===== config.mk =====
export PLATFORM = sky130hd
export DESIGN_NAME = execute_stage
export DESIGN_NICKNAME = d
export VERILOG_FILES = /design/src/verilog/rv_pkg.sv /design/src/verilog/alu.sv /design/src/verilog/execute_stage.sv
export SDC_FILE = /design/constraint.sdc
export NUM_CORES = 1
export LEC_CHECK = 0
export BUFFER_PORTS_ARGS = -buffer_cell sky130_fd_sc_hd__buf_2
export CORE_ASPECT_RATIO = 1.75
export CORE_MARGIN = 2
export CORE_UTILIZATION = 64
export CTS_BUF_LIST = sky130_fd_sc_hd__clkbuf_8
export CTS_CLUSTER_DIAMETER = 120
export DETAILED_ROUTE_END_ITERATION = 16
export GPL_TIMING_DRIVEN = 0
export MAX_ROUTING_LAYER = met4
export PLACE_DENSITY = 0.95
export SKIP_LAST_GASP = 1
export SLEW_MARGIN = 20
export SYNTH_ARGS = -nofsm -noshare
export SYNTH_HDL_FRONTEND = slang
export SYNTH_SLANG_ARGS = --single-unit

===== constraint.sdc =====
create_clock -name clk -period 15.5 [get_ports clk]
set_input_delay 2.325 -clock clk [delete_from_list [all_inputs] [get_ports clk]]
set_output_delay 2.325 -clock clk [all_outputs]
set_load 0.1 [all_outputs]

===== src/verilog/rv_pkg.sv =====
package rv_pkg;

    localparam int XLEN = 32;

    typedef logic [XLEN-1:0] xlen_t;
    typedef logic [4:0]      reg_addr_t;

    typedef enum logic [3:0] {
        ALU_ADD    = 4'd0,
        ALU_SUB    = 4'd1,
        ALU_SLL    = 4'd2,
        ALU_SLT    = 4'd3,
        ALU_SLTU   = 4'd4,
        ALU_XOR    = 4'd5,
        ALU_SRL    = 4'd6,
        ALU_SRA    = 4'd7,
        ALU_OR     = 4'd8,
        ALU_AND    = 4'd9,
        ALU_COPY_B = 4'd10
    } alu_op_t;

    // Major opcodes, bits [6:0]
    localparam logic [6:0] OPC_OP     = 7'b0110011;
    localparam logic [6:0] OPC_OP_IMM = 7'b0010011;
    localparam logic [6:0] OPC_LUI    = 7'b0110111;
    localparam logic [6:0] OPC_AUIPC  = 7'b0010111;
    localparam logic [6:0] OPC_LOAD   = 7'b0000011;
    localparam logic [6:0] OPC_STORE  = 7'b0100011;
    localparam logic [6:0] OPC_BRANCH = 7'b1100011;
    localparam logic [6:0] OPC_JAL    = 7'b1101111;
    localparam logic [6:0] OPC_JALR   = 7'b1100111;

    // Branch conditions
    localparam logic [2:0] F3_BEQ  = 3'b000;
    localparam logic [2:0] F3_BNE  = 3'b001;
    localparam logic [2:0] F3_BLT  = 3'b100;
    localparam logic [2:0] F3_BGE  = 3'b101;
    localparam logic [2:0] F3_BLTU = 3'b110;
    localparam logic [2:0] F3_BGEU = 3'b111;

    // Integer ALU operations, shared by OP and OP_IMM
    localparam logic [2:0] F3_ADD_SUB = 3'b000;
    localparam logic [2:0] F3_SLL     = 3'b001;
    localparam logic [2:0] F3_SLT     = 3'b010;
    localparam logic [2:0] F3_SLTU    = 3'b011;
    localparam logic [2:0] F3_XOR     = 3'b100;
    localparam logic [2:0] F3_SRL_SRA = 3'b101;
    localparam logic [2:0] F3_OR      = 3'b110;
    localparam logic [2:0] F3_AND     = 3'b111;

    // addi x0, x0, 0
    localparam xlen_t NOP_INSTR = 32'h0000_0013;

    // True for every opcode that carries a destination register
    function automatic logic writes_rd(input xlen_t instr);
        logic [6:0] opc;
        opc = instr[6:0];
        return opc inside {OPC_OP, OPC_OP_IMM, OPC_LUI, OPC_AUIPC,
                           OPC_LOAD, OPC_JAL, OPC_JALR};
    endfunction

endpackage


===== src/verilog/alu.sv =====
`timescale 1ns/1ps

module alu (
    input  rv_pkg::alu_op_t op,
    input  rv_pkg::xlen_t   a,
    input  rv_pkg::xlen_t   b,
    output rv_pkg::xlen_t   result
);
    import rv_pkg::*;

    logic [4:0] shamt;

    assign shamt = b[4:0];

    always_comb begin
        case (op)
            ALU_ADD: begin
                result = a + b;
            end
            ALU_SUB: begin
                result = a - b;
            end
            ALU_SLL: begin
                result = a << shamt;
            end
            ALU_SLT: begin
                result = {31'd0, $signed(a) < $signed(b)};
            end
            ALU_SLTU: begin
                result = {31'd0, a < b};
            end
            ALU_XOR: begin
                result = a ^ b;
            end
            ALU_SRL: begin
                result = a >> shamt;
            end
            ALU_SRA: begin
                result = $signed(a) >>> shamt;
            end
            ALU_OR: begin
                result = a | b;
            end
            ALU_AND: begin
                result = a & b;
            end
            // LUI passes the upper immediate straight through
            ALU_COPY_B: begin
                result = b;
            end
            default: begin
                result = '0;
            end
        endcase
    end

endmodule


===== src/verilog/execute_stage.sv =====
`timescale 1ns/1ps

module execute_stage #(
    parameter int DMEM_DEPTH_LOG2 = 10
) (
    input  logic                       clk,
    input  logic                       rst,
    input  rv_pkg::xlen_t              f_instr,
    input  rv_pkg::xlen_t              f_pc,
    output rv_pkg::reg_addr_t          rf_raddr1,
    output rv_pkg::reg_addr_t          rf_raddr2,
    input  rv_pkg::xlen_t              rf_rdata1,
    input  rv_pkg::xlen_t              rf_rdata2,
    input  rv_pkg::xlen_t              w_result,
    output logic                       x_redirect,
    output rv_pkg::xlen_t              x_target,
    output rv_pkg::xlen_t              w_instr,
    output rv_pkg::xlen_t              w_pc,
    output rv_pkg::xlen_t              w_alu,
    output logic [DMEM_DEPTH_LOG2-1:0] dmem_addr,
    output rv_pkg::xlen_t              dmem_wdata,
    output logic                       dmem_we,
    output logic                       dmem_en
);
    import rv_pkg::*;

    xlen_t      x_instr;
    xlen_t      x_pc;
    xlen_t      x_rs1;
    xlen_t      x_rs2;
    xlen_t      rs1_val;
    xlen_t      rs2_val;
    xlen_t      imm;
    xlen_t      alu_a;
    xlen_t      alu_b;
    xlen_t      alu_y;
    logic [6:0] opcode;
    logic [2:0] funct3;
    reg_addr_t  w_rd;
    logic       w_fwd_ok;
    logic       br_taken;
    alu_op_t    alu_op;

    // funct7[5] selects SUB only for register ops, SRA for both forms
    function automatic alu_op_t arith_op(input logic [2:0] f3, input logic alt,
                                         input logic is_reg);
        case (f3)
            F3_ADD_SUB: return (alt && is_reg) ? ALU_SUB : ALU_ADD;
            F3_SLL:     return ALU_SLL;
            F3_SLT:     return ALU_SLT;
            F3_SLTU:    return ALU_SLTU;
            F3_XOR:     return ALU_XOR;
            F3_SRL_SRA: return alt ? ALU_SRA : ALU_SRL;
            F3_OR:      return ALU_OR;
            F3_AND:     return ALU_AND;
            default:    return ALU_ADD;
        endcase
    endfunction

    assign rf_raddr1 = f_instr[19:15];
    assign rf_raddr2 = f_instr[24:20];

    // Writeback destination, valid for forwarding only when it is not x0
    assign w_rd     = w_instr[11:7];
    assign w_fwd_ok = writes_rd(w_instr) && (w_rd != '0);

    always_ff @(posedge clk) begin
        if (rst) begin
            x_instr <= NOP_INSTR;
        end else begin
            x_instr <= f_instr;
        end
    end

    // Register read, the write landing at this edge is bypassed in
    always_ff @(posedge clk) begin
        x_pc  <= f_pc;
        x_rs1 <= (w_fwd_ok && w_rd == rf_raddr1) ? w_result : rf_rdata1;
        x_rs2 <= (w_fwd_ok && w_rd == rf_raddr2) ? w_result : rf_rdata2;
    end

    assign opcode = x_instr[6:0];
    assign funct3 = x_instr[14:12];

    // Result of the instruction directly ahead
    assign rs1_val = (w_fwd_ok && w_rd == x_instr[19:15]) ? w_result : x_rs1;
    assign rs2_val = (w_fwd_ok && w_rd == x_instr[24:20]) ? w_result : x_rs2;

    always_comb begin
        case (opcode)
            OPC_OP_IMM, OPC_LOAD, OPC_JALR: begin
                imm = {{20{x_instr[31]}}, x_instr[31:20]};
            end
            OPC_STORE: begin
                imm = {{20{x_instr[31]}}, x_instr[31:25], x_instr[11:7]};
            end
            OPC_BRANCH: begin
                imm = {{19{x_instr[31]}}, x_instr[31], x_instr[7],
                       x_instr[30:25], x_instr[11:8], 1'b0};
            end
            OPC_LUI, OPC_AUIPC: begin
                imm = {x_instr[31:12], 12'd0};
            end
            default: begin
                imm = '0;
            end
        endcase
    end

    // Operand and operation select
    always_comb begin
        alu_op = ALU_ADD;
        alu_a  = rs1_val;
        alu_b  = imm;
        case (opcode)
            OPC_OP: begin
                alu_b  = rs2_val;
                alu_op = arith_op(funct3, x_instr[30], 1'b1);
            end
            OPC_OP_IMM: begin
                alu_op = arith_op(funct3, x_instr[30], 1'b0);
            end
            OPC_LUI: begin
                alu_op = ALU_COPY_B;
            end
            OPC_AUIPC: begin
                alu_a = x_pc;
            end
            default: begin
                alu_op = ALU_ADD;
            end
        endcase
    end

    alu u_alu (
        .op     (alu_op),
        .a      (alu_a),
        .b      (alu_b),
        .result (alu_y)
    );

    always_comb begin
        case (funct3)
            F3_BEQ:  br_taken = (rs1_val == rs2_val);
            F3_BNE:  br_taken = (rs1_val != rs2_val);
            F3_BLT:  br_taken = ($signed(rs1_val) < $signed(rs2_val));
            F3_BGE:  br_taken = ($signed(rs1_val) >= $signed(rs2_val));
            F3_BLTU: br_taken = (rs1_val < rs2_val);
            F3_BGEU: br_taken = (rs1_val >= rs2_val);
            default: br_taken = 1'b0;
        endcase
    end

    // Not-taken is the static guess, so only taken branches redirect
    assign x_redirect = ((opcode == OPC_BRANCH) && br_taken) || (opcode == OPC_JALR);
    assign x_target   = (opcode == OPC_JALR) ? {alu_y[31:1], 1'b0} : x_pc + imm;

    // Word access only
    assign dmem_en    = (opcode == OPC_LOAD) || (opcode == OPC_STORE);
    assign dmem_we    = (opcode == OPC_STORE);
    assign dmem_addr  = alu_y[DMEM_DEPTH_LOG2+1:2];
    assign dmem_wdata = rs2_val;

    always_ff @(posedge clk) begin
        if (rst) begin
            w_instr <= NOP_INSTR;
        end else begin
            w_instr <= x_instr;
        end
    end

    always_ff @(posedge clk) begin
        w_pc  <= x_pc;
        w_alu <= alu_y;
    end

endmodule


==> flow_summary.json, run 1 <==
{
  "outcome": "did not finish",
  "failing_step": "5_1_grt",
  "error": "[ERROR GRT-0116] Global routing finished with congestion. Check the congestion regions in the DRC Viewer.",
  "die_w_um": 137,
  "syn_area_sq_um": 19800,
  "postCtsSetupBuffers": 0,
  "grt_pass1_vias": 29384,
  "track_usage": 0.834,
  "grt_overflow_total": 1033,
  "start_util": 0.648,
  "clk_path_buf_depth": 3,
  "cts_hold_buffers": 0,
  "synth_edf_count": 0,
  "dpl.hpwl_mm": 78.7,
  "place.gp.congestion": 1.74,
  "placementRows": 85,
  "ys.warnings.count": 0,
  "synth-seq-area-share": 0.226,
  "cts_made_buffers": 30,
  "yosys.area_share.xor_xnor": 0.0278,
  "synth_top_cell_area_share": 0.226,
  "post_synth.cell_area_avg_sq_um": 8.10,
  "synthAdderAreaFrac": 0.103,
  "netlist_instances": 2449,
  "synthesis.nets": 2773,
  "synth_compound_area_frac": 0.255,
  "cts.repair.resized": 0,
  "cts-root-buf": "clkbuf_8",
  "grt_max_degree": 15,
  "synth_commonest_cells": "224 x dfxtp_1, 187 x nor2_1, 183 x a21oi_1",
  "num_io_pins": 345,
  "synth_mux_area_frac": 0.164,
  "yosysUniqueCellTypes": 92,
  "htree_levels": 1,
  "synthFlopType": "dfxtp_1",
  "synth-seq-cells": 224,
  "async_flop_share": 0,
  "grt_pass1_wl_mm": 202,
  "synth_area_leader_cell": "dfxtp_1",
  "synth_area_leaders": "dfxtp_1 23%, ha_1 10%, mux2i_1 7.8%, mux2_2 7.3%, a21oi_1 4.6%",
  "synth-simple-area-share": 0.158,
  "synth_top_family_by_area": "compound AO/OA/AOI/OAI gates",
  "clock_sinks": 224,
  "die_h_um": 237,
  "post-synth-top-count-cell": "dfxtp_1",
  "port_buffers": 343
}
==> logic make-up after synthesis <==
group,count (synthesis)
AOI/OAI and AO/OA,744
and+or+nand+nor,651
buffers and inverters,305
muxes,300
DFF,224
adders and majority gates,162
xor gates and xnor gates,63
==> stage by stage <==
step           hold slack (ns)  worst slack [ns]  cells   util  cell area [sq um]
3_3_place_gp             0.366              4.07   3183  0.720              22000
3_5_place_dp             0.365              4.19   3185  0.721              22100
4_1_cts                  0.380              4.13   3240  0.744              22800
2_1_floorplan            0.353              3.51   2449      -              19800
==> metal layers <==
| metal | overflow | global-route usage |
|---|---|---|
| met1 | 35 | 0.779 |
| met2 | 736 | 1.02 |
| met3 | 27 | 0.664 |
| met4 | 235 | 0.838 |
| met5 | - | - |
==> run 2, diff against run 1 <==
--- a/config.mk
+++ b/config.mk
@@ -6,15 +6,11 @@
 export NUM_CORES = 1
 export LEC_CHECK = 0
 export BUFFER_PORTS_ARGS = -buffer_cell sky130_fd_sc_hd__buf_2
-export CORE_ASPECT_RATIO = 1.75
 export CORE_MARGIN = 2
-export CORE_UTILIZATION = 64
-export CTS_BUF_LIST = sky130_fd_sc_hd__clkbuf_8
-export CTS_CLUSTER_DIAMETER = 120
+export CORE_UTILIZATION = 40
 export DETAILED_ROUTE_END_ITERATION = 16
 export GPL_TIMING_DRIVEN = 0
-export MAX_ROUTING_LAYER = met4
-export PLACE_DENSITY = 0.95
+export PLACE_DENSITY_LB_ADDON = 0.15
 export SKIP_LAST_GASP = 1
 export SLEW_MARGIN = 20
 export SYNTH_ARGS = -nofsm -noshare
==> run 2 against run 1 <==
Net effect: synthesized cell count stayed put; synthesized area stayed put; the flow now finishes without violations.
==> flow_summary.json, run 2 <==
{
  "synth-seq-cells": 224,
  "cts.reportedPaths.clkPinSlew_ns": 0.06,
  "crit_buf_inv": 6,
  "track_usage": 0.424,
  "final_layout_size_suffix_gt1_frac": 0.224,
  "synth_top_cell_area_share": 0.226,
  "clk_latency_ns": 0.58,
  "dr.first_iter.drc_count": 3479,
  "grt_overflow_total": 0,
  "hold_start": "x_pc[4]",
  "synth-seq-area-share": 0.226,
  "post_synth.cell_area_avg_sq_um": 8.10,
  "worst_pin_slew_ns": 1.22,
  "port_buffers": 343,
  "crit_type": "in -> out",
  "area_delta_synth_final_pct": 17.6,
  "cap_violations": 0,
  "drtPass1Iterations": 6,
  "critPathRequiredTime_ns": 13.18,
  "synth_area_leaders": "dfxtp_1 23%, ha_1 10%, mux2i_1 7.8%, mux2_2 7.3%, a21oi_1 4.6%",
  "fmax_ghz": 0.0770,
  "slew_violations": 0,
  "num_io_pins": 345,
  "fin_crit_sh": 0.838,
  "cts.repair.resized": 0,
  "cpPeakStageDelay_ns": 0.90,
  "startpoint": "w_result[3]",
  "internal_power_w": 0.00128,
  "die_w_um": 227,
  "placementRows": 81,
  "reg2reg_depth": 21,
  "cts-root-buf": "clkbuf_16",
  "finalSetupViolCount": 0,
  "drt-total-wl_mm": 112,
  "powerDensity_nw_per_um2": 108,
  "hold_viol_final": 0,
  "drc": 0,
  "layout_common_cells": "375 x buf_2, 224 x dfxtp_1, 187 x nor2_1",
  "clock_sinks": 224,
  "grt_pass1_wl_mm": 155,
  "outcome": "complete, no violations",
  "yosysUniqueCellTypes": 92,
  "critPathTopFamily": "compound AO/OA/AOI/OAI gates",
  "start_util": 0.405,
  "synthFlopType": "dfxtp_1",
  "die-area_sq_um": 51400,
  "cts_tree": "built",
  "layout_commonest_cell": "buf_2",
  "finalSetupTns_ns": 0,
  "cp_max_fo": 11,
  "vias_per_cell": 6.53,
  "async_flop_share": 0,
  "ir_drop_v": 0.000109,
  "dpl.hpwl_mm": 92.0,
  "relSlewSlack": 0.184,
  "arrival_ns": 10.66,
  "cp_slowest_cell": "a221oi_1",
  "rsz0062_at_grt": "false",
  "hold_class": "reg -> reg",
  "min_path_cells": 0,
  "grt_antenna_before_repair": 3,
  "clk_path_buf_depth": 3,
  "coreArea_sq_um": 49000,
  "postCtsSetupBuffers": 0,
  "leakagePower_nw": 10.8,
  "swShare": 0.495,
  "synth_commonest_cells": "224 x dfxtp_1, 187 x nor2_1, 183 x a21oi_1",
  "post-synth-top-count-cell": "dfxtp_1",
  "p_sw_w": 0.00125,
  "ys.warnings.count": 0,
  "netlist_instances": 2449,
  "cp-end-kind": "output port",
  "worstSetupPathDepth": 21,
  "avgRoutedWirePerCell_um": 31.9,
  "startpoint_type": "input pin",
  "htree_levels": 1,
  "fin_crit_ns": 12.99,
  "synth_edf_count": 0,
  "clockPowerShare": 0.247,
  "die_h_um": 227,
  "postRouteAntennaNets": 0,
  "synthesis.nets": 2773,
  "cts_made_buffers": 26,
  "cts_hold_buffers": 0,
  "p_seq_frac": 0.256,
  "rr_startpoint": "x_instr[0]",
  "syn_area_sq_um": 19800,
  "nets": 3151,
  "path_cells": "buf_2, nand2_1, mux2i_1, nor2_1, clkbuf_1, clkbuf_1, buf_1, ha_1, clkbuf_1, nor2_1, a311oi_1, nand2_1, a221oi_1, o311a_1, o21ai_0, a311oi_1, a221oi_1, a21oi_1, a21oi_1, a21oi_1, buf_2",
  "combPwrFrac": 0.497,
  "grt_max_degree": 13,
  "final_util": 0.477,
  "skew_ns": 0.0238,
  "place.gp.congestion": 1.06,
  "synth_area_leader_cell": "dfxtp_1",
  "via_count": 22900,
  "grt_pass1_vias": 21501
}
run 2: cell counts after synthesis:
Identical to the previous run, type by type.
run 2: area by class of cell:
cell class	instances	area (sq um)
clock inverter	8	104
timing repair buffer	350	1760
buffer	158	747
antenna	2	5.00
sequential	224	4480
inverter	147	552
multi-input combinational	1920	14100
clock buffer	36	739
fill	4863	25600
tap	664	831
run 2: cells by family after synthesis:
logic type      after synthesis  share of synthesized area
simple gates                651                      0.158
flops                       224                      0.226
buf+inv                     305                     0.0654
xor+xnor                     63                     0.0278
fa+ha+maj                   162                      0.103
mux                         300                      0.164
compound gates              744                      0.255
run 2: through the flow:
stage	cells	area [sq um]	worst slack [ns]	total power [W]	hold slack, ns
after floorplan	2449	19800	3.51	0.00152	0.353
after global placement	3456	22400	2.89	0.00187	0.372
after detailed placement	3462	22500	3.07	0.00187	0.382
after CTS	3506	23300	3.05	0.00250	0.390
after global routing	3507	23300	2.53	0.00260	0.396
final	3509	23300	2.51	0.00253	0.393
run 2: worst paths after layout:
check,slack [ns],endpoint
max reg2reg,6.22,w_alu[31]
min,0.39,w_pc[4]
min reg2reg,0.39,w_pc[4]
max,2.51,x_target[31]
run 2: per-layer routing:
layer  GRT usage  vias to the layer above  share of wire
met5           0                        -              0
li1            -                     9755              -
met3       0.117                      282           0.12
met4       0.190                        0          0.052
met1       0.578                    11186           0.42
met2       0.618                     1677           0.41
run 2: power groups by stage:
stage / combinational [W] / clock, W / sequential [W]
floorplan: 0.000655 / 0 / 0.000861
global placement: 0.00121 / 0 / 0.000659
detailed placement: 0.00121 / 0 / 0.000659
CTS: 0.00122 / 0.000630 / 0.000647
global route: 0.00129 / 0.000652 / 0.000652
finish: 0.00126 / 0.000624 / 0.000648
No activity file was read; power rests on OpenSTA's default activity.
