<file path="src/verilog/rv_pkg.sv">
package rv_pkg;

    localparam int XLEN = 32;

    typedef logic [XLEN-1:0] xlen_t;
    typedef logic [4:0]      reg_addr_t;

    typedef enum logic [3:0] {
        ALU_ADD    = 4'd0,
        ALU_SUB    = 4'd1,
        ALU_SLL    = 4'd2,
        ALU_SLT    = 4'd3,
        ALU_SLTU   = 4'd4,
        ALU_XOR    = 4'd5,
        ALU_SRL    = 4'd6,
        ALU_SRA    = 4'd7,
        ALU_OR     = 4'd8,
        ALU_AND    = 4'd9,
        ALU_COPY_B = 4'd10
    } alu_op_t;

    // Major opcodes, bits [6:0]
    localparam logic [6:0] OPC_OP     = 7'b0110011;
    localparam logic [6:0] OPC_OP_IMM = 7'b0010011;
    localparam logic [6:0] OPC_LUI    = 7'b0110111;
    localparam logic [6:0] OPC_AUIPC  = 7'b0010111;
    localparam logic [6:0] OPC_LOAD   = 7'b0000011;
    localparam logic [6:0] OPC_STORE  = 7'b0100011;
    localparam logic [6:0] OPC_BRANCH = 7'b1100011;
    localparam logic [6:0] OPC_JAL    = 7'b1101111;
    localparam logic [6:0] OPC_JALR   = 7'b1100111;

    // Branch conditions
    localparam logic [2:0] F3_BEQ  = 3'b000;
    localparam logic [2:0] F3_BNE  = 3'b001;
    localparam logic [2:0] F3_BLT  = 3'b100;
    localparam logic [2:0] F3_BGE  = 3'b101;
    localparam logic [2:0] F3_BLTU = 3'b110;
    localparam logic [2:0] F3_BGEU = 3'b111;

    // Integer ALU operations, shared by OP and OP_IMM
    localparam logic [2:0] F3_ADD_SUB = 3'b000;
    localparam logic [2:0] F3_SLL     = 3'b001;
    localparam logic [2:0] F3_SLT     = 3'b010;
    localparam logic [2:0] F3_SLTU    = 3'b011;
    localparam logic [2:0] F3_XOR     = 3'b100;
    localparam logic [2:0] F3_SRL_SRA = 3'b101;
    localparam logic [2:0] F3_OR      = 3'b110;
    localparam logic [2:0] F3_AND     = 3'b111;

    // addi x0, x0, 0
    localparam xlen_t NOP_INSTR = 32'h0000_0013;

    // True for every opcode that carries a destination register
    function automatic logic writes_rd(input xlen_t instr);
        logic [6:0] opc;
        opc = instr[6:0];
        return opc inside {OPC_OP, OPC_OP_IMM, OPC_LUI, OPC_AUIPC,
                           OPC_LOAD, OPC_JAL, OPC_JALR};
    endfunction

endpackage

</file>
<file path="src/verilog/writeback_stage.sv">
`timescale 1ns/1ps

module writeback_stage (
    input  rv_pkg::xlen_t     w_instr,
    input  rv_pkg::xlen_t     w_pc,
    input  rv_pkg::xlen_t     w_alu,
    input  rv_pkg::xlen_t     dmem_rdata,
    output logic              rf_we,
    output rv_pkg::reg_addr_t rf_waddr,
    output rv_pkg::xlen_t     w_result
);
    import rv_pkg::*;

    logic [6:0] opcode;

    assign opcode   = w_instr[6:0];
    assign rf_we    = writes_rd(w_instr);
    assign rf_waddr = w_instr[11:7];

    // Load data arrives from the RAM in this cycle
    always_comb begin
        case (opcode)
            OPC_LOAD: begin
                w_result = dmem_rdata;
            end
            OPC_JAL, OPC_JALR: begin
                w_result = w_pc + 32'd4;
            end
            default: begin
                w_result = w_alu;
            end
        endcase
    end

endmodule
</file>
<file path="config.mk">
export PLATFORM = sky130hd
export DESIGN_NAME = writeback_stage
export DESIGN_NICKNAME = d
export VERILOG_FILES = /design/src/verilog/rv_pkg.sv /design/src/verilog/writeback_stage.sv
export SDC_FILE = /design/constraint.sdc
export NUM_CORES = 1
export LEC_CHECK = 0
export ABC_AREA = 1
export BUFFER_PORTS_ARGS = -buffer_cell sky130_fd_sc_hd__buf_2
export CORE_UTILIZATION = 29
export DETAILED_ROUTE_END_ITERATION = 12
export PLACE_DENSITY = 0.77
export SLEW_MARGIN = 40
export SYNTH_ARGS = -nofsm -noshare
export SYNTH_HDL_FRONTEND = slang
export SYNTH_SLANG_ARGS = --single-unit
</file>
<file path="constraint.sdc">
create_clock -name vclk -period 1.85
set_clock_uncertainty 0.2 [all_clocks]
set_input_delay 0.2775 -clock vclk [all_inputs]
set_output_delay 0.2775 -clock vclk [all_outputs]
set_load 0.02 [all_outputs]
</file>
Word level (Yosys, flattened, before mapping)
Cells that the tools add are included.
Cells by class
  $add $sub $neg: 1
  multiply operators: 0
  div/mod/pow operators: 0
  magnitude comparators: 0
  equality and inequality tests: 7
  shifts and indexed selects: 0
  muxes and demuxes: 1
  bitwise gates (word level): 0
  reduce and logical (&&, ||, !) cells: 2
Operators by type and width (number)
  one-hot mux 32 bit (2 select lines): 1
  adder 32 x 3 -> 32 bit (second input constant): 1
  == test 7 x 5 -> 1 bit (second input constant): 2
  == test 7 x 6 -> 1 bit (second input constant): 2
  == test 7 bit (second input constant): 2
  == test 7 x 2 -> 1 bit (second input constant): 1
  nonzero test 7 bit: 1
  OR reduction 2 bit: 1
Storage, ports and cells
  register bits: 0
  bits in latches: 0
  bits in writable memories: 0
  ROM bits: 0
  input bits: 128
  output and inout bits: 38
  logic and storage cells: 11
  memories kept: 0

Depth between registers and ports, before layout
Gate-level depths: netlist of the first run.
  word-level depth: 3
  depth in mapped cells: 9
  gate-level depth less buffers: 9

Least setup slack after synthesis of the first run
OpenSTA, ideal clock, no wires.
  kind: input-to-output
  from: input port w_pc[2]
  to: output port w_result[14]
  arrival: 1286 ps
  data required time: 1372 ps
  setup slack: 87 ps
  stages on the path: 8
  buffers on the path: 0
  cell sequence: ha_1 nand2_1 nor2_2 nand2_2 nor2_2 or2_2 nand3_1 nand2_1
On the way
  word-level cells in the longest chain between the ends: 2
RTL lines
  from (decl): line writeback_stage.sv:5  | input rv_pkg::xlen_t w_pc,
  adder 32 x 3 -> 32 bit: line writeback_stage.sv:27  | w_result = w_pc + 32'd4;
  one-hot mux 32 bit (2 select lines): line writeback_stage.sv:22  | case (opcode)
  to (decl): line writeback_stage.sv:10  | output rv_pkg::xlen_t w_result
Every way passes these cells.

Worst setup path in the final report of the first run
  from: input port w_instr[6]
  to: output port w_result[7]
On the way
  word-level cells in the longest chain between the ends: 3
  elaborated cells between the ends (all ways): 5
  classes of those cells: eq/ne (3); mux (1); reduce/logical (1)
RTL lines
  from (decl): line writeback_stage.sv:4  | input rv_pkg::xlen_t w_instr,
  == test 7 bit: line writeback_stage.sv:22
  OR reduction 2 bit: line writeback_stage.sv:22
  one-hot mux 32 bit (2 select lines) (*): line writeback_stage.sv:22
Mark *: on every way between the ends. The rest lies on a longest branch, timed or not.

==> impl_metrics.json, run 1 <==
{
  "status": "complete, but fails checks",
  "failed_checks": "setup timing",
  "drive_gt1_share_pct": 48.8,
  "setup_violations": 10,
  "grt_usage_pct": 21.4,
  "cp_common_cell": "nand2_2",
  "vdd_drop_max_mv": 0.118,
  "syn_nets": 517,
  "seq_cell_count": 0,
  "portBuffers": 136,
  "post_synth.cell_area_avg_um2": 4.50,
  "relSlewSlack_pct": 82.9,
  "clkbuf_count": 0,
  "die-area_um2": 6340,
  "synth_common_cells": "174 x nand2_1, 68 x nand3_1, 50 x inv_1",
  "worst-path-max-fanout": 7,
  "grt_max_degree": 20,
  "grt_pass1_wl_mm": 11.2,
  "grt_pass1_vias": 2634,
  "synthTopCellsByArea": "nand2_1 37%, nand3_1 19%, inv_1 11%",
  "yosys.cell_types.count": 25,
  "ioPinCount": 166,
  "crit_chain": "buf_8 > inv_2 > nor2_2 > nand4_1 > nand2_2 > clkinvlp_4 > nand2_2 > nand3_2 > buf_6",
  "ant_nets": 0,
  "via_per_inst": 4.73,
  "slowest_delay_ns": 0.23,
  "holdBufCountCts": 0,
  "hp-class": "primary input to primary output",
  "hold_viol_final": 0,
  "seq_area_um2": 0,
  "die_w_um": 79.6,
  "grt_antenna_before_repair": 0,
  "timing.final.crit_share_pct": 104,
  "power_per_cell_area_nw_per_um2": 162,
  "cp-end-kind": "primary output",
  "drtPass1Iterations": 4,
  "syn_area_um2": 1750,
  "start_kind": "primary input",
  "p_leak_nw": 1.84,
  "ys.warnings.count": 0,
  "place_congestion": 0.894,
  "core_um2": 5640,
  "yosysTopAreaCellShare_pct": 37.4,
  "crit_type": "primary input to primary output",
  "routedWlPerCell_um": 12.3,
  "grt.overflow.total": 0,
  "post-route-worst-setup-slack_ns": -0.0699,
  "start_util_pct": 31.0,
  "rsz0062_at_grt": "yes",
  "nNetsFinal": 680,
  "dp_slack_ns": -0.208,
  "drv_cap": 0,
  "synthesis.instances": 388,
  "crit_arrival_ns": 1.44,
  "routed_wl_mm": 7.67,
  "synthToLayoutAreaGrowth_pct": 87.9,
  "drc": 0,
  "dp_hpwl_mm": 5.84,
  "cp.required_ns": 1.37,
  "drtIter0Drc": 108,
  "fmax_mhz": 521,
  "synth_most_common_cell": "nand2_1",
  "antennaDiodeCount": 0,
  "finalCriticalPeriod_ns": 1.92,
  "fin_cells": 621,
  "synth_top_cell_by_area": "nand2_1",
  "drv_slew": 0,
  "die_h_um": 79.6,
  "rows": 27,
  "num_vias": 2939,
  "dp.cells": 611,
  "tightest_slew_ns": 0.256,
  "worst_path_max_delay_cell": "clkinvlp_4",
  "ys_seq_area_share_pct": 0
}
-- final timing paths --
check                      start           to  depth (start not counted)
worst max-delay path  w_instr[6]  w_result[7]                          9
worst min-delay path  w_instr[7]  rf_waddr[0]                          0
-- where the power goes --
part	internal (mW)	leakage, nW	switching [mW]
clock	0	0	0
combinational	0.255	1.84	0.276
sequential	0	0	0
total	0.255	1.84	0.276
-- per-layer routing --
metal / vias up / global-route usage (%) / wire [um]
met2: 95 / 39.3 / 3960
met1: 1315 / 27.5 / 3250
met4: 0 / 4.18 / 163
li1: 1513 / - / -
met5: - / 0 / 0
met3: 16 / 0.686 / 290
-- final cells by class --
type                       instances  area [um2]
multi-input combinational        317        1680
timing repair inverter             1        7.51
tap                               72        90.1
fill                             554        2360
inverter                          56         229
timing repair buffer             175        1280
-- critical path: cells and delay by family --
kind	cells	cell delay (ns)
buffers and inverters	4	0.51
and+or+nand+nor	5	0.66
-- through the flow --
step                      util (%)  instance area [um2]  hold slack (ns)  TNS (ns)  power (mW)
after floorplan                  -                 1750            0.468         0       0.215
after global placement        47.0                 2650            0.355     -1.55       0.410
after detailed placement      47.0                 2650            0.355     -2.09       0.419
after CTS                     49.7                 2810            0.355   -0.0484       0.445
after global routing          58.2                 3280            0.355     -2.30       0.574
final                         58.2                 3280            0.355    -0.446       0.531
-- timing repair --
| action | 4_1_cts | 5_1_grt |
|---|---|---|
| gates cloned | 1 | 3 |
| pin swaps | 18 | 44 |
| setup buffers | 4 | 2 |
| setup endpoints to repair | 28 | 32 |
| resized for setup | 33 | 125 |
-- cells in the final DEF (no fill, tap or decap), drive strengths merged --
cell / n
clkinvlp: 2
nand2: 180
clkinv: 4
and2: 3
a21oi: 1
ha: 1
buf: 172
or2: 4
o211ai: 2
inv: 51
nand3: 68
clkbuf: 3
nor3: 3
nor2: 49
nand4: 2
o21ai: 2
o21bai: 2
-- logic make-up (layout without fill, tap and decap cells) --
| logic type | Yosys count | count (layout) | share of synthesized area (%) |
|---|---|---|---|
| buf+inv | 71 | 232 | 18.7 |
| compound gates | 7 | 7 | 2.58 |
| fa+ha+maj | 1 | 1 | 0.716 |
| simple gates | 309 | 309 | 78.0 |
Note: power is estimated with default switching activity, not from simulation.
==> run 2, diff against run 1 <==
Clock period 1.85 ns to 1.9 ns, I/O delays scaled along.
==> run 2 against run 1 <==
Net effect:
- utilization decreased by 5.9 points
- cell area decreased by 10%
- the run still ends with setup timing left
- largest cell class unchanged
- critical path depth increased by 2
- via count decreased by 3.7%
==> impl_metrics.json, run 2 (synthesis gave the netlist of run 1 again) <==
{
  "status": "complete, but fails checks",
  "dp_slack_ns": -0.153,
  "tightest_slew_ns": 0.233,
  "failed_checks": "setup timing",
  "seq_area_um2": 0,
  "start_util_pct": 31.0,
  "crit_type": "primary input to primary output",
  "synthToLayoutAreaGrowth_pct": 68.8,
  "drtPass1Iterations": 4,
  "rsz0062_at_grt": "yes",
  "p_comb_share_pct": 100.0,
  "setup_tns_ns": -0.00592,
  "die_w_um": 79.6,
  "final_area_um2": 2950,
  "clkbuf_count": 0,
  "pwr-share-seq_pct": 0,
  "portBuffers": 136,
  "num_vias": 2829,
  "relSlewSlack_pct": 84.4,
  "vdd_drop_max_mv": 0.0695,
  "antennaDiodeCount": 0,
  "drc": 0,
  "cp-end-kind": "primary output",
  "die_h_um": 79.6,
  "setup_violations": 1,
  "drv_cap": 0,
  "via_per_inst": 4.68,
  "grt_antenna_before_repair": 0,
  "cp.required_ns": 1.41,
  "routedWlPerCell_um": 11.6,
  "ioPinCount": 166,
  "routed_wl_mm": 7.01,
  "drtIter0Drc": 120,
  "seq_cell_count": 0,
  "layout_common_cells": "159 x nand2_1, 112 x buf_2, 62 x nand3_1",
  "hold_viol_final": 0,
  "p_leak_nw": 1.69,
  "power_switching_share_pct": 54.1,
  "switchingPower_mw": 0.251,
  "p_clk_share_pct": 0,
  "p_int_mw": 0.213,
  "fmax_mhz": 525,
  "core_um2": 5640,
  "grt_pass1_wl_mm": 10.9,
  "die-area_um2": 6340,
  "dp_hpwl_mm": 5.62,
  "final_common_cell": "nand2_1",
  "timing.final.crit_share_pct": 100,
  "crit_arrival_ns": 1.42,
  "power_per_cell_area_nw_per_um2": 157,
  "drv_slew": 0,
  "rows": 27,
  "post-route-worst-setup-slack_ns": -0.00592,
  "grt_usage_pct": 20.9,
  "finalCriticalPeriod_ns": 1.91,
  "nNetsFinal": 663,
  "grt_max_degree": 20,
  "place_congestion": 0.883,
  "ant_nets": 0,
  "grt.overflow.total": 0,
  "worst-path-max-fanout": 6,
  "hp-class": "primary input to primary output",
  "start_kind": "primary input",
  "drive_gt1_share_pct": 41.5,
  "grt_pass1_vias": 2535,
  "placed_cell_area_um2": 2580,
  "postLayoutCoreUtil_pct": 52.3
}
[run 2: cell types whose count changed in the layout (fill, tap and decap cells not counted), moves of 4 or more]
cell,delta
nand2_1,+17
inv_1,+4
buf_4,-15
buf_6,-11
nand2_2,-18
nand3_1,+5
buf_2,+12
nand3_2,-5
[run 2: power by group through the flow]
stage | registers, mW | logic, mW | clock network [mW]
finish | 0 | 0.464 | 0
global route | 0 | 0.507 | 0
CTS | 0 | 0.405 | 0
detailed placement | 0 | 0.394 | 0
global placement | 0 | 0.386 | 0
floorplan | 0 | 0.210 | 0
[run 2: worst paths after layout]
path        from           end  slack [ns]  depth (start not counted)
min   w_instr[7]   rf_waddr[0]        0.37                          0
max      w_pc[3]  w_result[18]      -0.006                         11
[run 2: timing repair]
item / CTS / global route
buffers inserted: 0 / 3
gates cloned: 0 / 1
pin swaps: 7 / 27
setup endpoints to repair: 14 / 31
resized for setup: 13 / 83
hold buffers: 0 / 0
[run 2: cell type report]
| class | count | area (um2) |
|---|---|---|
| repair buffers | 159 | 1050 |
| inverters | 56 | 210 |
| multi-input cells | 317 | 1600 |
| well taps | 72 | 90.1 |
| fillers | 576 | 2690 |
[run 2: routing by layer]
metal / vias to the layer above / global-route usage (%) / share of wire [%]
met5: - / 0 / 0
met3: 8 / 0.686 / 5.5
met4: 0 / 3.45 / 1.5
li1: 1472 / - / -
met1: 1257 / 27.6 / 43
met2: 92 / 37.6 / 51
[run 2: through the flow]
stage          cells  hold WS (ns)  total power [mW]
4_1_cts          600         0.370             0.405
3_3_place_gp     600         0.370             0.386
2_1_floorplan    388         0.483             0.210
3_5_place_dp     600         0.370             0.394
5_1_grt          604         0.370             0.507
6_report         604         0.370             0.464
[run 2: critical path, stage by stage]
cell and delay, ns:
buf_8 0.08, ha_4 0.14, nand2_4 0.07, nor2_4 0.14
nand2_4 0.10, nor2_4 0.19, nor2_2 0.05, nor2_1 0.08
nand2_1 0.07, nand2_1 0.09, buf_6 0.12
==> run 3, diff against run 2 <==
Settings changed: ABC_AREA 1 to unset, PLACE_DENSITY 0.77 to 0.9.
==> run 3 against run 2 <==
Net effect:
- the run still ends with setup timing left
- sequential share of layout area unchanged
- synthesized cell count decreased by 54%
- utilization increased by 17 points
- fmax decreased by 11%
- die area decreased by 34%
- first-iteration DRC count decreased by 44%
- clock-buffer cell count unchanged
- worst hold slack unchanged
- via count decreased by 26%
- cell area decreased by 12%
- synthesized area decreased by 35%
- critical path type unchanged
- critical endpoint is now w_result[20]
- largest cell class unchanged
==> impl_metrics.json, run 3 <==
{
  "syn_nets": 307,
  "p_leak_nw": 1.26,
  "synthesis.instances": 178,
  "seq_area_um2": 0,
  "finalCriticalPeriod_ns": 2.15,
  "layout_common_cells": "97 x buf_2, 61 x buf_4, 21 x nand2_1, 21 x xor2_1, 20 x o21ai_1",
  "synth_most_common_cell": "a22oi_1",
  "die_w_um": 64.6,
  "worst-path-max-fanout": 8,
  "nNetsFinal": 473,
  "drtIter0Drc": 67,
  "failed_checks": "setup timing",
  "drive_gt1_share_pct": 65.8,
  "ys.warnings.count": 0,
  "grt_antenna_before_repair": 0,
  "crit_start": "w_instr[6]",
  "start_kind": "primary input",
  "setup_violations": 32,
  "dp_slack_ns": -0.266,
  "rows": 22,
  "die_h_um": 64.6,
  "grt_pass1_vias": 2024,
  "dp_hpwl_mm": 4.35,
  "via_per_inst": 5.39,
  "placed_cell_area_um2": 2130,
  "whs_ns": 0.370,
  "syn_area_um2": 1140,
  "drc": 0,
  "synthTopCellsByArea": "a22oi_1 18%, xor2_1 17%, nand2_1 7.6%",
  "final_common_cell": "buf_2",
  "postLayoutCoreUtil_pct": 69.7,
  "die-area_um2": 4180,
  "synthToLayoutAreaGrowth_pct": 128,
  "power_per_cell_area_nw_per_um2": 183,
  "crit_arrival_ns": 1.67,
  "relSlewSlack_pct": 77.1,
  "grt_max_degree": 19,
  "ys_seq_area_share_pct": 0,
  "routed_wl_mm": 6.04,
  "fin_cells": 390,
  "grt_pass1_wl_mm": 8.81,
  "start_util_pct": 30.6,
  "post-route-worst-setup-slack_ns": -0.251,
  "clkbuf_count": 0,
  "ioPinCount": 166,
  "hp-class": "primary input to primary output",
  "antennaDiodeCount": 0,
  "endpoint": "w_result[20]",
  "routedWlPerCell_um": 15.5,
  "seq_cell_count": 0,
  "drtPass1Iterations": 4,
  "synth_top_cell_by_area": "a22oi_1",
  "grt_usage_pct": 26.5,
  "status": "complete, but fails checks",
  "vdd_drop_max_mv": 0.112,
  "nFillCells": 303,
  "core_um2": 3720,
  "dp.cells": 384,
  "hold_viol_final": 0,
  "cp.required_ns": 1.41,
  "drv_cap": 0,
  "crit_type": "primary input to primary output",
  "num_vias": 2104,
  "fmax_mhz": 465,
  "post_synth.cell_area_avg_um2": 6.39,
  "min-delay-start": "w_instr[7]",
  "tightest_slew_ns": 0.341,
  "ant_nets": 0,
  "yosysTopAreaCellShare_pct": 18.5,
  "portBuffers": 136,
  "cp-end-kind": "primary output",
  "drv_slew": 0,
  "yosys.cell_types.count": 28,
  "place_congestion": 0.801,
  "synth_common_cells": "28 x a22oi_1, 23 x nand2_1, 22 x xor2_1",
  "grt.overflow.total": 0,
  "timing.final.crit_share_pct": 113,
  "rsz0062_at_grt": "yes",
  "final_area_um2": 2590
}
[run 3: cell count changes in the layout (fill, tap and decap cells not counted), sizes merged, moves of 6 or more]
cell   change
a22oi     +28
and3       +6
buf       +22
inv       -51
nand2    -156
nand3     -57
nand4      +9
nor2      -41
o21ai     +25
xor2      +22
[run 3: how the worst min path moves through the flow]
| stage | cells after the start | end | slack (ns) |
|---|---|---|---|
| after floorplan | 1 | rf_waddr[0] | 0.48 |
| after global placement | 0 | rf_waddr[4] | 0.37 |
| after detailed placement | 0 | rf_waddr[4] | 0.37 |
| after CTS | 0 | rf_waddr[4] | 0.37 |
| after global routing | 0 | rf_waddr[2] | 0.37 |
| final | 0 | rf_waddr[0] | 0.37 |
[run 3: critical path: stages]
cell and delay, ns:
buf_6 0.10, nor4bb_4 0.27, and3b_2 0.28, nor2_4 0.09, buf_12 0.14, a22oi_1 0.20, o21ai_1 0.12, buf_4 0.17
[run 3: layout make-up]
cell class         instances  area [um2]  area share, %
repair buffers           181        1250           48.5
well taps                 48        60.1           2.32
multi-input cells        161        1270           49.2
[run 3: repair_timing]
item	in CTS	in global routing
hold buffers	0	0
endpoints found under the setup margin	32	32
resized for setup	56	38
pin swaps	11	9
buffers inserted	1	3
hold endpoints to repair	0	0
cloned	1	1
[run 3: kinds of logic (layout without fill, tap and decap cells)]
| kind of cell | after synthesis | after routing | synth area share [%] |
|---|---|---|---|
| adders and majority gates | 1 | 1 | 1.10 |
| AOI/OAI and AO/OA | 61 | 61 | 34.3 |
| xor gates and xnor gates | 26 | 26 | 20.0 |
| muxes | 2 | 2 | 1.76 |
| buffers and inverters | 17 | 181 | 7.81 |
| and+or+nand+nor | 71 | 71 | 35.0 |
[run 3: per-stage QoR]
step                total power, mW  setup TNS, ns
floorplan                     0.170          -1.67
global placement              0.372          -5.23
detailed placement            0.384          -5.42
CTS                           0.433          -3.97
global route                  0.504          -6.52
finish                        0.473          -4.67
[run 3: report_power, final]
part	internal (mW)	leakage, nW	switching [mW]	total (mW)
clock network	0	0	0	0
logic	0.249	1.26	0.224	0.473
registers	0	0	0	0
[run 3: routing by layer]
layer | up-vias | track usage (%) | share of wire, %
li1 | 1004 | - | -
met1 | 981 | 26.5 | 34
met2 | 103 | 57.1 | 57
met3 | 16 | 1.58 | 5.5
met4 | 0 | 6.39 | 2.7
met5 | - | 0 | 0
