[config.mk]
export PLATFORM = sky130hd
export DESIGN_NAME = fetch_stage
export DESIGN_NICKNAME = d
export VERILOG_FILES = /design/src/verilog/rv_pkg.sv /design/src/verilog/fetch_stage.sv
export SDC_FILE = /design/constraint.sdc
export NUM_CORES = 1
export LEC_CHECK = 0
export BUFFER_PORTS_ARGS = -buffer_cell sky130_fd_sc_hd__buf_2
export CAP_MARGIN = 40
export CORE_MARGIN = 2
export CORE_UTILIZATION = 55
export CTS_BUF_LIST = sky130_fd_sc_hd__clkbuf_2 sky130_fd_sc_hd__clkbuf_4 sky130_fd_sc_hd__clkbuf_8
export CTS_CLUSTER_SIZE = 12
export DETAILED_ROUTE_END_ITERATION = 16
export PLACE_DENSITY = 0.87
export SYNTH_ARGS = -nofsm -noshare
export SYNTH_HDL_FRONTEND = slang
export SYNTH_SLANG_ARGS = --single-unit
[constraint.sdc]
create_clock -name clk -period 7.4 [get_ports clk]
set_input_delay 0.74 -clock clk [delete_from_list [all_inputs] [get_ports clk]]
set_output_delay 0.74 -clock clk [all_outputs]
set_load 0.03 [all_outputs]
[src/verilog/rv_pkg.sv]
package rv_pkg;

    localparam int XLEN = 32;

    typedef logic [XLEN-1:0] xlen_t;
    typedef logic [4:0]      reg_addr_t;

    typedef enum logic [3:0] {
        ALU_ADD    = 4'd0,
        ALU_SUB    = 4'd1,
        ALU_SLL    = 4'd2,
        ALU_SLT    = 4'd3,
        ALU_SLTU   = 4'd4,
        ALU_XOR    = 4'd5,
        ALU_SRL    = 4'd6,
        ALU_SRA    = 4'd7,
        ALU_OR     = 4'd8,
        ALU_AND    = 4'd9,
        ALU_COPY_B = 4'd10
    } alu_op_t;

    // Major opcodes, bits [6:0]
    localparam logic [6:0] OPC_OP     = 7'b0110011;
    localparam logic [6:0] OPC_OP_IMM = 7'b0010011;
    localparam logic [6:0] OPC_LUI    = 7'b0110111;
    localparam logic [6:0] OPC_AUIPC  = 7'b0010111;
    localparam logic [6:0] OPC_LOAD   = 7'b0000011;
    localparam logic [6:0] OPC_STORE  = 7'b0100011;
    localparam logic [6:0] OPC_BRANCH = 7'b1100011;
    localparam logic [6:0] OPC_JAL    = 7'b1101111;
    localparam logic [6:0] OPC_JALR   = 7'b1100111;

    // Branch conditions
    localparam logic [2:0] F3_BEQ  = 3'b000;
    localparam logic [2:0] F3_BNE  = 3'b001;
    localparam logic [2:0] F3_BLT  = 3'b100;
    localparam logic [2:0] F3_BGE  = 3'b101;
    localparam logic [2:0] F3_BLTU = 3'b110;
    localparam logic [2:0] F3_BGEU = 3'b111;

    // Integer ALU operations, shared by OP and OP_IMM
    localparam logic [2:0] F3_ADD_SUB = 3'b000;
    localparam logic [2:0] F3_SLL     = 3'b001;
    localparam logic [2:0] F3_SLT     = 3'b010;
    localparam logic [2:0] F3_SLTU    = 3'b011;
    localparam logic [2:0] F3_XOR     = 3'b100;
    localparam logic [2:0] F3_SRL_SRA = 3'b101;
    localparam logic [2:0] F3_OR      = 3'b110;
    localparam logic [2:0] F3_AND     = 3'b111;

    // addi x0, x0, 0
    localparam xlen_t NOP_INSTR = 32'h0000_0013;

    // True for every opcode that carries a destination register
    function automatic logic writes_rd(input xlen_t instr);
        logic [6:0] opc;
        opc = instr[6:0];
        return opc inside {OPC_OP, OPC_OP_IMM, OPC_LUI, OPC_AUIPC,
                           OPC_LOAD, OPC_JAL, OPC_JALR};
    endfunction

endpackage

[src/verilog/fetch_stage.sv]
`timescale 1ns/1ps

module fetch_stage #(
    parameter rv_pkg::xlen_t RESET_PC        = 32'h0000_0000,
    parameter int            IMEM_DEPTH_LOG2 = 10
) (
    input  logic                       clk,
    input  logic                       rst,
    input  logic                       x_redirect,
    input  rv_pkg::xlen_t              x_target,
    output logic [IMEM_DEPTH_LOG2-1:0] imem_addr,
    input  rv_pkg::xlen_t              imem_rdata,
    output rv_pkg::xlen_t              f_instr,
    output rv_pkg::xlen_t              f_pc
);
    import rv_pkg::*;

    xlen_t pc_q;
    xlen_t next_pc;
    xlen_t jal_imm;
    logic  kill;
    logic  is_jal;

    // The word arriving now is the wrong-path successor of a redirecting op
    assign kill    = x_redirect;
    assign f_instr = kill ? NOP_INSTR : imem_rdata;
    assign f_pc    = pc_q;

    assign is_jal  = (f_instr[6:0] == OPC_JAL);
    assign jal_imm = {{12{f_instr[31]}}, f_instr[19:12], f_instr[20],
                      f_instr[30:21], 1'b0};

    // Next PC, highest priority first
    always_comb begin
        if (rst) begin
            next_pc = RESET_PC;
        end else if (x_redirect) begin
            next_pc = x_target;
        end else if (is_jal) begin
            next_pc = pc_q + jal_imm;
        end else begin
            next_pc = pc_q + 32'd4;
        end
    end

    // pc_q always tracks the address of the word now leaving the RAM
    always_ff @(posedge clk) begin
        if (rst) begin
            pc_q <= RESET_PC;
        end else begin
            pc_q <= next_pc;
        end
    end

    assign imem_addr = next_pc[IMEM_DEPTH_LOG2+1:2];

endmodule

Yosys cells after proc, flatten, opt, wreduce, memory -nomap -nowiden
Cells that the tools add are included.

Flip-flop bits (word level): 32. Bits of input ports: 67. Output and inout port bits: 74. Word-level logic and storage cells: 8.

$add $sub $neg: 2. Equality and inequality tests: 1. Muxes and demuxes: 4.

Operator list (count): 2-to-1 mux 32 bit (3); adder 32 x 3 -> 32 bit, second input constant (1); adder 32 bit (1); 2-to-1 mux 12 bit (1); == test 7 bit, second input constant (1).

Longest topological paths before layout
Gate-level depths: netlist (run 1).

Word-level depth: 5. Depth in mapped cells: 15. Mapped depth without buffers: 12.

Worst setup path after synthesis (run 1)
OpenSTA, ideal clock, no wires.

Kind: input to output. Start point: input port x_redirect. End point: output port imem_addr[7]. Arrival time: 4252 ps. Required time: 6660 ps. Slack: 2408 ps. Stages: 14. Path buffers: 3. Path through: buf_2 > clkbuf_1 > clkbuf_1 > nor2b_1 > ha_1 > fa_1 > a21o_1 > a21o_1 > a21o_1 > a21oi_1 > o21bai_1 > a21oi_1 > xor2_1 > a211oi_1.

Cells in the longest elaborated chain, start to end: 5. Elaborated cells between the ends (all ways): 6. Those cells by class: 1 x add/sub; 1 x eq/ne; 4 x mux.

Ends and longest elaborated chain: from (decl) (RTL line fetch_stage.sv:9) `input logic x_redirect,`; 2-to-1 mux 32 bit (RTL line fetch_stage.sv:26) `assign f_instr = kill ? NOP_INSTR : imem_rdata;`; via f_instr[21] (RTL line fetch_stage.sv:13) `output rv_pkg::xlen_t f_instr,`; adder 32 bit (RTL line fetch_stage.sv:40) `next_pc = pc_q + jal_imm;`; 2-to-1 mux 32 bit (RTL line fetch_stage.sv:39) `end else if (is_jal) begin`; 2-to-1 mux 32 bit (RTL line fetch_stage.sv:37) `end else if (x_redirect) begin`; 2-to-1 mux 12 bit (RTL line fetch_stage.sv:35) `if (rst) begin`; to (decl) (RTL line fetch_stage.sv:11) `output logic [IMEM_DEPTH_LOG2-1:0] imem_addr,`.

The timed path passes the listed nets, and every way through them passes these cells.

Worst setup path after layout (run 1)
Start point: input port x_redirect. End point: output port imem_addr[9].

Cells in the longest elaborated chain, start to end: 5. Elaborated cells between the ends (all ways): 6. Those cells by class: 1 x add/sub; 1 x eq/ne; 4 x mux.

Ends and longest elaborated chain (RTL line): 2-to-1 mux 32 bit (fetch_stage.sv:26); adder 32 bit or == test 7 bit (tied branches) (fetch_stage.sv:40, fetch_stage.sv:29); 2-to-1 mux 32 bit (fetch_stage.sv:39); 2-to-1 mux 32 bit * (fetch_stage.sv:37); 2-to-1 mux 12 bit * (fetch_stage.sv:35).

Every way passes the cells marked *; elsewhere a longest branch is shown, timed or not.

==> results of run 1 <==
==> metal layers <==
layer	global-route usage, %	part of all wire, %	wire length, um
met5	0	0	0
met4	9.81	2.0	226
met3	4.91	9.6	1110
met2	53.3	48	5500
met1	38.9	41	4680
==> cell families (layout without fill, tap and decap cells) <==
family	after synthesis	in the layout	synth area share, %
xor gates and xnor gates	40	40	9.54
DFF	32	32	17.5
AOI/OAI and AO/OA	149	149	27.2
buffers and inverters	40	161	4.46
adders and majority gates	22	22	7.63
and+or+nand+nor	237	237	31.8
muxes	7	7	1.94
==> final cells by class <==
cell class,instances,area [sq um]
clock buffers,8,97.6
fillers,575,1920
inverters,11,41.3
multi-input cells,455,2870
flip-flops and latches,32,641
well taps,77,96.3
repair buffers,142,716
==> critical path, stage by stage <==
cell,delay (ps)
sky130_fd_sc_hd__buf_2,460
sky130_fd_sc_hd__nor2b_1,130
sky130_fd_sc_hd__ha_1,250
sky130_fd_sc_hd__fa_1,410
sky130_fd_sc_hd__a21o_1,200
sky130_fd_sc_hd__a21o_1,220
sky130_fd_sc_hd__a311o_1,380
sky130_fd_sc_hd__a21oi_2,210
sky130_fd_sc_hd__xor2_1,90
sky130_fd_sc_hd__a211oi_1,240
sky130_fd_sc_hd__a21oi_1,80
sky130_fd_sc_hd__nor2_1,120
sky130_fd_sc_hd__buf_2,210
==> synthesized netlist by cell type (all sizes together), types with 5 or more instances <==
cell	instances	area, sq um
a211oi	19	148
a21o	7	52.6
a21oi	49	253
and3	11	73.8
buf	9	47.5
clkbuf	20	75.1
dfxtp	32	641
ha	20	250
inv	10	37.5
mux2i	6	60.1
nand2	54	203
nand3	27	135
nand4	9	56.3
nor2	65	244
nor2b	29	181
nor3	13	65.1
o211ai	5	37.5
o21ai	30	158
o21bai	7	52.6
or2	6	40.0
or3	6	42.5
xnor2	28	245
xor2	12	105
==> path summary, 6_finish.rpt <==
check	startpoint	end	slack [ps]	cells past startpoint
max	x_redirect	imem_addr[9]	2910	13
max reg2reg	register	f_pc[21]	4220	11
min reg2reg	register	register	500	2
min	register	register	500	2
==> power by group through the flow <==
| stage | clock (mW) | sequential, mW | combinational (mW) |
|---|---|---|---|
| 2_1_floorplan | 0 | 0.220 | 0.145 |
| 3_3_place_gp | 0 | 0.206 | 0.216 |
| 3_5_place_dp | 0 | 0.207 | 0.221 |
| 6_report | 0.154 | 0.204 | 0.225 |
| 4_1_cts | 0.156 | 0.203 | 0.223 |
| 5_1_grt | 0.162 | 0.206 | 0.243 |
==> per-stage QoR <==
| step | cells | setup slack (ps) | total power [mW] | area, sq um |
|---|---|---|---|---|
| floorplan | 527 | 2410 | 0.365 | 3670 |
| global placement | 717 | 3020 | 0.423 | 4370 |
| detailed placement | 717 | 2910 | 0.428 | 4370 |
| CTS | 725 | 2910 | 0.581 | 4460 |
| global route | 725 | 2620 | 0.611 | 4460 |
| finish | 725 | 2910 | 0.583 | 4460 |
==> impl_summary.log, run 1 <==
INFO  metric hold-worst-slack = 503 ps
INFO  metric gp_congestion = 0.944
INFO  metric final_wirelength = 11.5 mm
INFO  metric max_slew_violation_count = 0
INFO  metric worst_skew_pair.late_latency = 290 ps
INFO  metric result_of_the_run = finished, final reports clean
INFO  metric first_pass_iters = 5
INFO  metric grt_setup_unrepaired = no
INFO  metric class_of_the_most_critical_setup_path = primary input to primary output
INFO  metric drt_drc_violations_left = 0
INFO  metric num-nets-final = 735
INFO  metric seq_power_share = 35.0%
INFO  metric switchingPower = 0.233 mW
INFO  metric gr-total-overflow = 0
INFO  metric post-dp-hpwl = 8.67 mm
INFO  metric dr_total_vias = 4524
INFO  metric combinational_share_of_power = 38.6%
INFO  metric std_cell_rows = 29
INFO  metric ctsResizeCount = 0
INFO  metric floorplan.initialDensity = 57.5%
INFO  metric yosysWarningCount = 0
INFO  metric critical_path_peak_fanout = 34
INFO  metric postSynth.topFlopCell = sky130_fd_sc_hd__dfxtp_1
INFO  metric die_span_x = 85.7 um
INFO  metric worst_hold_path_type = register to register
INFO  metric worst_slew_pin_slew = 777 ps
INFO  metric mappedNetlistNets = 615
INFO  metric setup_viol = 0
INFO  metric report.final.hold_viol_count = 0
INFO  metric timing.max_slew.rel_slack = 48.2%
INFO  metric fin_crit_sh = 60.7%
INFO  metric wl_per_cell = 15.9 um
INFO  metric vdd_drop_max = 0.000105 V
INFO  metric cells_after_synth = 527
INFO  metric maxCapViolCount = 0
INFO  metric cts_num_sinks = 32
INFO  metric finish.utilization = 69.9%
INFO  metric max-clock-path-buffers = 2
INFO  metric cts_buffers = 5
INFO  metric cts_root_buffer = sky130_fd_sc_hd__clkbuf_8
INFO  metric postCtsSetupBuffers = 0
INFO  metric drt.antenna.violating_nets = 0
INFO  metric yosysUniqueCellTypes = 68
INFO  metric antenna-diode-count = 0
INFO  metric clkTransAtPathRegs = 70 ps
INFO  metric vias_in_the_first_global_route = 4164
INFO  metric aggregate_negative_setup_slack = 0 ps
INFO  metric power.density = 131 mW/mm^2
INFO  metric tritoncts = yes
INFO  metric global_route.usage.total = 30.7%
INFO  metric grt_pass1_wl = 18.7 mm
INFO  metric layout_min_cycle_time = 4490 ps
INFO  metric sequential_to_total_area_share_from_yosys_stat = 17.5%
INFO  metric floorplan.io_pins = 141
INFO  metric floorplan.die_area = 0.00734 sq mm
INFO  metric cp.arrival = 3750 ps
INFO  metric die_height = 85.7 um
INFO  metric pin_count_of_the_biggest_net_entering_global_routing = 43
INFO  metric largest_register_ff_count = 30
INFO  metric start_kind = primary input
INFO  metric antenna_found_initial = 0
INFO  metric netlist_area = 0.00367 sq mm
INFO  metric floorplan.core_area = 0.00639 sq mm
INFO  metric p_leak = 2.07 nW
INFO  metric synth_edf_count = 0
INFO  metric worst_clock_skew = 4.39 ps
INFO  metric switching_share = 40.0%
INFO  metric htreeDepth = 2
INFO  metric via_density_per_instance = 6.24
INFO  metric power_frac_clock = 26.5%
INFO  metric layout_commonest_cell = sky130_fd_sc_hd__buf_2
INFO  metric syn2layout_area_growth = 21.6%
INFO  metric internal_power_component = 0.350 mW
INFO  metric synthesis.area_per_instance = 6.97 sq um
INFO  metric final_cell_mix = sky130_fd_sc_hd__buf_2, sky130_fd_sc_hd__nor2_1, sky130_fd_sc_hd__nand2_1
INFO  metric achievable-frequency = 0.223 GHz
INFO  metric cp.required = 6660 ps
INFO  metric layout_cell_share_with_drive_strength_beyond_1 = 26.1%
INFO  metric cts_hold_repair.buffers = 0
INFO  metric place.port_buffers = 140
INFO  metric async_flop_share = 0%
INFO  metric postSynthRegisterBits = 32
INFO  metric cp-end-kind = primary output
INFO  metric drtIter0Drc = 458
Power figures use the tool's default switching activity.
==> run 2: changes to the inputs <==
--- a/config.mk
+++ b/config.mk
@@ -8,11 +8,11 @@
 export BUFFER_PORTS_ARGS = -buffer_cell sky130_fd_sc_hd__buf_2
 export CAP_MARGIN = 40
 export CORE_MARGIN = 2
-export CORE_UTILIZATION = 55
+export CORE_UTILIZATION = 47
 export CTS_BUF_LIST = sky130_fd_sc_hd__clkbuf_2 sky130_fd_sc_hd__clkbuf_4 sky130_fd_sc_hd__clkbuf_8
 export CTS_CLUSTER_SIZE = 12
 export DETAILED_ROUTE_END_ITERATION = 16
-export PLACE_DENSITY = 0.87
+export PLACE_DENSITY = 0.79
 export SYNTH_ARGS = -nofsm -noshare
 export SYNTH_HDL_FRONTEND = slang
 export SYNTH_SLANG_ARGS = --single-unit
==> constraint.sdc (replaced) <==
create_clock -name clk -period 3.8 [get_ports clk]
set_input_delay 0.38 -clock clk [delete_from_list [all_inputs] [get_ports clk]]
set_output_delay 0.38 -clock clk [all_outputs]
set_load 0.03 [all_outputs]
==> impl_summary.log, run 2 (synthesized netlist as in run 1, its figures left out) <==
INFO  metric die_span_x = 92.4 um (was 85.7 um)
INFO  metric cp.arrival = 3080 ps (was 3750 ps)
INFO  metric post-dp-hpwl = 9.35 mm (was 8.67 mm)
INFO  metric cp-end-kind = primary output (unchanged)
INFO  metric finish.utilization = 60.1% (was 69.9%)
INFO  metric class_of_the_most_critical_setup_path = register to primary output (was primary input to primary output)
INFO  metric switchingPower = 0.469 mW (was 0.233 mW)
INFO  metric worstSetupPathDepth = 11 (was 13)
INFO  metric global_route.usage.total = 28.0% (was 30.7%)
INFO  metric vias_in_the_first_global_route = 4151 (was 4164)
INFO  metric syn2layout_area_growth = 25.2% (was 21.6%)
INFO  metric floorplan.initialDensity = 48.0% (was 57.5%)
INFO  metric start_kind = register (was primary input)
INFO  metric wl_per_cell = 16.1 um (was 15.9 um)
INFO  metric drt.antenna.violating_nets = 0 (unchanged)
INFO  metric floorplan.io_pins = 141 (unchanged)
INFO  metric seq_power_share = 34.5% (was 35.0%)
INFO  metric gp_congestion = 0.990 (was 0.944)
INFO  metric dpl-instance-area = 0.00450 sq mm (was 0.00437 sq mm)
INFO  metric critical_path.max_stage_delay = 430 ps (was 460 ps)
INFO  metric floorplan.core_area = 0.00765 sq mm (was 0.00639 sq mm)
INFO  metric cts_buffers = 5 (unchanged)
INFO  metric setup_viol = 0 (unchanged)
INFO  metric power.density = 252 mW/mm^2 (was 131 mW/mm^2)
INFO  metric tritoncts = yes (unchanged)
INFO  metric critical_path_peak_fanout = 3 (was 34)
INFO  metric placed_cells = 750 (was 717)
INFO  metric internal_power_component = 0.687 mW (was 0.350 mW)
INFO  metric aggregate_negative_setup_slack = 0 ps (unchanged)
INFO  metric p_leak = 2.12 nW (was 2.07 nW)
INFO  metric maxCapViolCount = 0 (unchanged)
INFO  metric drt_drc_violations_left = 0 (unchanged)
INFO  metric htreeDepth = 2 (unchanged)
INFO  metric worstPathCellList = ha_1, fa_1, a21o_1, a21o_1, a311o_1, a21oi_2, xor2_1, a211oi_1, a21oi_1, nor2_4, buf_2 (was buf_2, nor2b_1, ha_1, fa_1, a21o_1, a21o_1, a311o_1, a21oi_2, xor2_1, a211oi_1, a21oi_1, nor2_1, buf_2)
INFO  metric timing.final.ws_setup = 345 ps (was 2910 ps)
INFO  metric max-clock-path-buffers = 2 (unchanged)
INFO  metric kind_of_cell_with_the_highest_combined_delay_on_the_critical_path = compound AO/OA/AOI/OAI gates (unchanged)
INFO  metric cp.required = 3420 ps (was 6660 ps)
INFO  metric pin_count_of_the_biggest_net_entering_global_routing = 37 (was 43)
INFO  metric worst_slew_pin_slew = 784 ps (was 777 ps)
INFO  metric r2r_slack = 670 ps (was 4220 ps)
INFO  metric crit_path_end = imem_addr[9] (unchanged)
INFO  metric post-route-cell-area = 0.00460 sq mm (was 0.00446 sq mm)
INFO  metric layout_cell_share_with_drive_strength_beyond_1 = 27.6% (was 26.1%)
INFO  metric postCtsSetupBuffers = 0 (unchanged)
INFO  metric achievable-frequency = 0.289 GHz
INFO  metric cts_root_buffer = sky130_fd_sc_hd__clkbuf_8 (unchanged)
INFO  metric cts_hold_repair.buffers = 0 (unchanged)
INFO  metric antenna_found_initial = 0 (unchanged)
INFO  metric grt_setup_unrepaired = no (unchanged)
INFO  metric worst_clock_skew = 6.06 ps (was 4.39 ps)
INFO  metric timing.max_slew.rel_slack = 47.7% (was 48.2%)
INFO  metric die_height = 92.4 um (was 85.7 um)
INFO  metric via_density_per_instance = 5.92 (was 6.24)
INFO  metric crit-reg2reg-capture = f_pc[31] (was f_pc[21])
INFO  metric combinational_share_of_power = 38.9% (was 38.6%)
INFO  metric crit_path_top_delay_cell = sky130_fd_sc_hd__fa_1 (was sky130_fd_sc_hd__buf_2)
INFO  metric pre_cts_ws = 405 ps (was 2910 ps)
INFO  metric clkTransAtPathRegs = 70 ps (about the same)
INFO  metric result_of_the_run = finished, final reports clean (unchanged)
INFO  metric vdd_drop_max = 0.000139 V (was 0.000105 V)
INFO  metric switching_share = 40.5% (was 40.0%)
INFO  metric dr_total_vias = 4488 (was 4524)
INFO  metric worst_reg2reg_path_length_in_cells = 11 (unchanged)
INFO  metric floorplan.die_area = 0.00853 sq mm (was 0.00734 sq mm)
INFO  metric power_frac_clock = 26.6% (was 26.5%)
INFO  metric critical_path.most_common_cell = sky130_fd_sc_hd__a21o_1
INFO  metric power = 1.16 mW (was 0.583 mW)
INFO  metric cts_num_sinks = 32 (unchanged)
INFO  metric layout_min_cycle_time = 3460 ps
INFO  metric worst_skew_pair.late_latency = 300 ps (was 290 ps)
INFO  metric hold-worst-slack = 279 ps (was 503 ps)
INFO  metric ctsResizeCount = 0 (unchanged)
INFO  metric max_slew_violation_count = 0 (unchanged)
INFO  metric first_pass_iters = 6 (was 5)
INFO  metric drtIter0Drc = 386 (was 458)
INFO  metric gr-total-overflow = 0 (unchanged)
INFO  metric antenna-diode-count = 0 (unchanged)
INFO  metric report.final.hold_viol_count = 0 (unchanged)
INFO  metric worst-path-buf-inv = 1 (was 2)
INFO  metric final_cell_mix = sky130_fd_sc_hd__buf_2, sky130_fd_sc_hd__nor2_1, sky130_fd_sc_hd__nand2_1 (unchanged)
INFO  metric num-nets-final = 743 (was 735)
INFO  metric std_cell_rows = 32 (was 29)
INFO  metric worst_hold_path_type = primary input to register (was register to register)
INFO  metric grt_pass1_wl = 19.7 mm (was 18.7 mm)
INFO  metric layout_commonest_cell = sky130_fd_sc_hd__buf_2 (unchanged)
INFO  metric place.port_buffers = 140 (unchanged)
INFO  metric largest_register_ff_count = 30 (unchanged)
INFO  metric num-fill-cells = 764 (was 575)
INFO  metric fin_crit_sh = 90.9%
INFO  metric layoutNonFillerInstCount = 758 (was 725)
INFO  metric final_wirelength = 12.2 mm (was 11.5 mm)
==> run 2: layout make-up <==
type	count	area [sq um]	share of cell area [%]
Multi-Input combinational cell	455	2900	63.1
Inverter	11	41.3	0.898
Tap cell	102	128	2.78
Timing Repair Buffer	150	788	17.2
Clock buffer	8	97.6	2.12
Sequential cell	32	641	13.9
==> run 2: power by group through the flow <==
stage	registers [mW]	logic (mW)	clock network, mW
finish	0.399	0.449	0.308
global route	0.403	0.487	0.330
CTS	0.397	0.448	0.313
detailed placement	0.405	0.445	0
global placement	0.404	0.436	0
floorplan	0.428	0.287	0
==> run 2: worst min path at each step <==
stage / start / to / slack (ps) / cells after the start
after floorplan: x_target[22] / f_pc[22] / 490 / 2
after global placement: register / register / 470 / 2
after detailed placement: register / register / 490 / 2
after CTS: x_target[19] / f_pc[19] / 280 / 3
after global routing: x_target[30] / f_pc[30] / 290 / 2
final: x_target[19] / f_pc[19] / 280 / 3
==> run 2: worst register-to-register path, stage by stage (launching register included) <==
cell and delay, ps:
sky130_fd_sc_hd__dfxtp_1 340, sky130_fd_sc_hd__ha_1 240, sky130_fd_sc_hd__fa_1 430, sky130_fd_sc_hd__a21o_1 200
sky130_fd_sc_hd__a21o_1 210, sky130_fd_sc_hd__a311o_1 380, sky130_fd_sc_hd__a21oi_2 240, sky130_fd_sc_hd__a2bb2oi_2 360
sky130_fd_sc_hd__nand4_1 170, sky130_fd_sc_hd__o31ai_2 110, sky130_fd_sc_hd__a211oi_1 80, sky130_fd_sc_hd__a211o_1 270
==> run 2: routing by layer <==
layer  global-route usage [%]  part of all wire (%)
met2                     48.6                    48
met5                        0                     0
met1                     35.6                    41
met4                     7.96                   2.5
met3                     4.72                   8.6
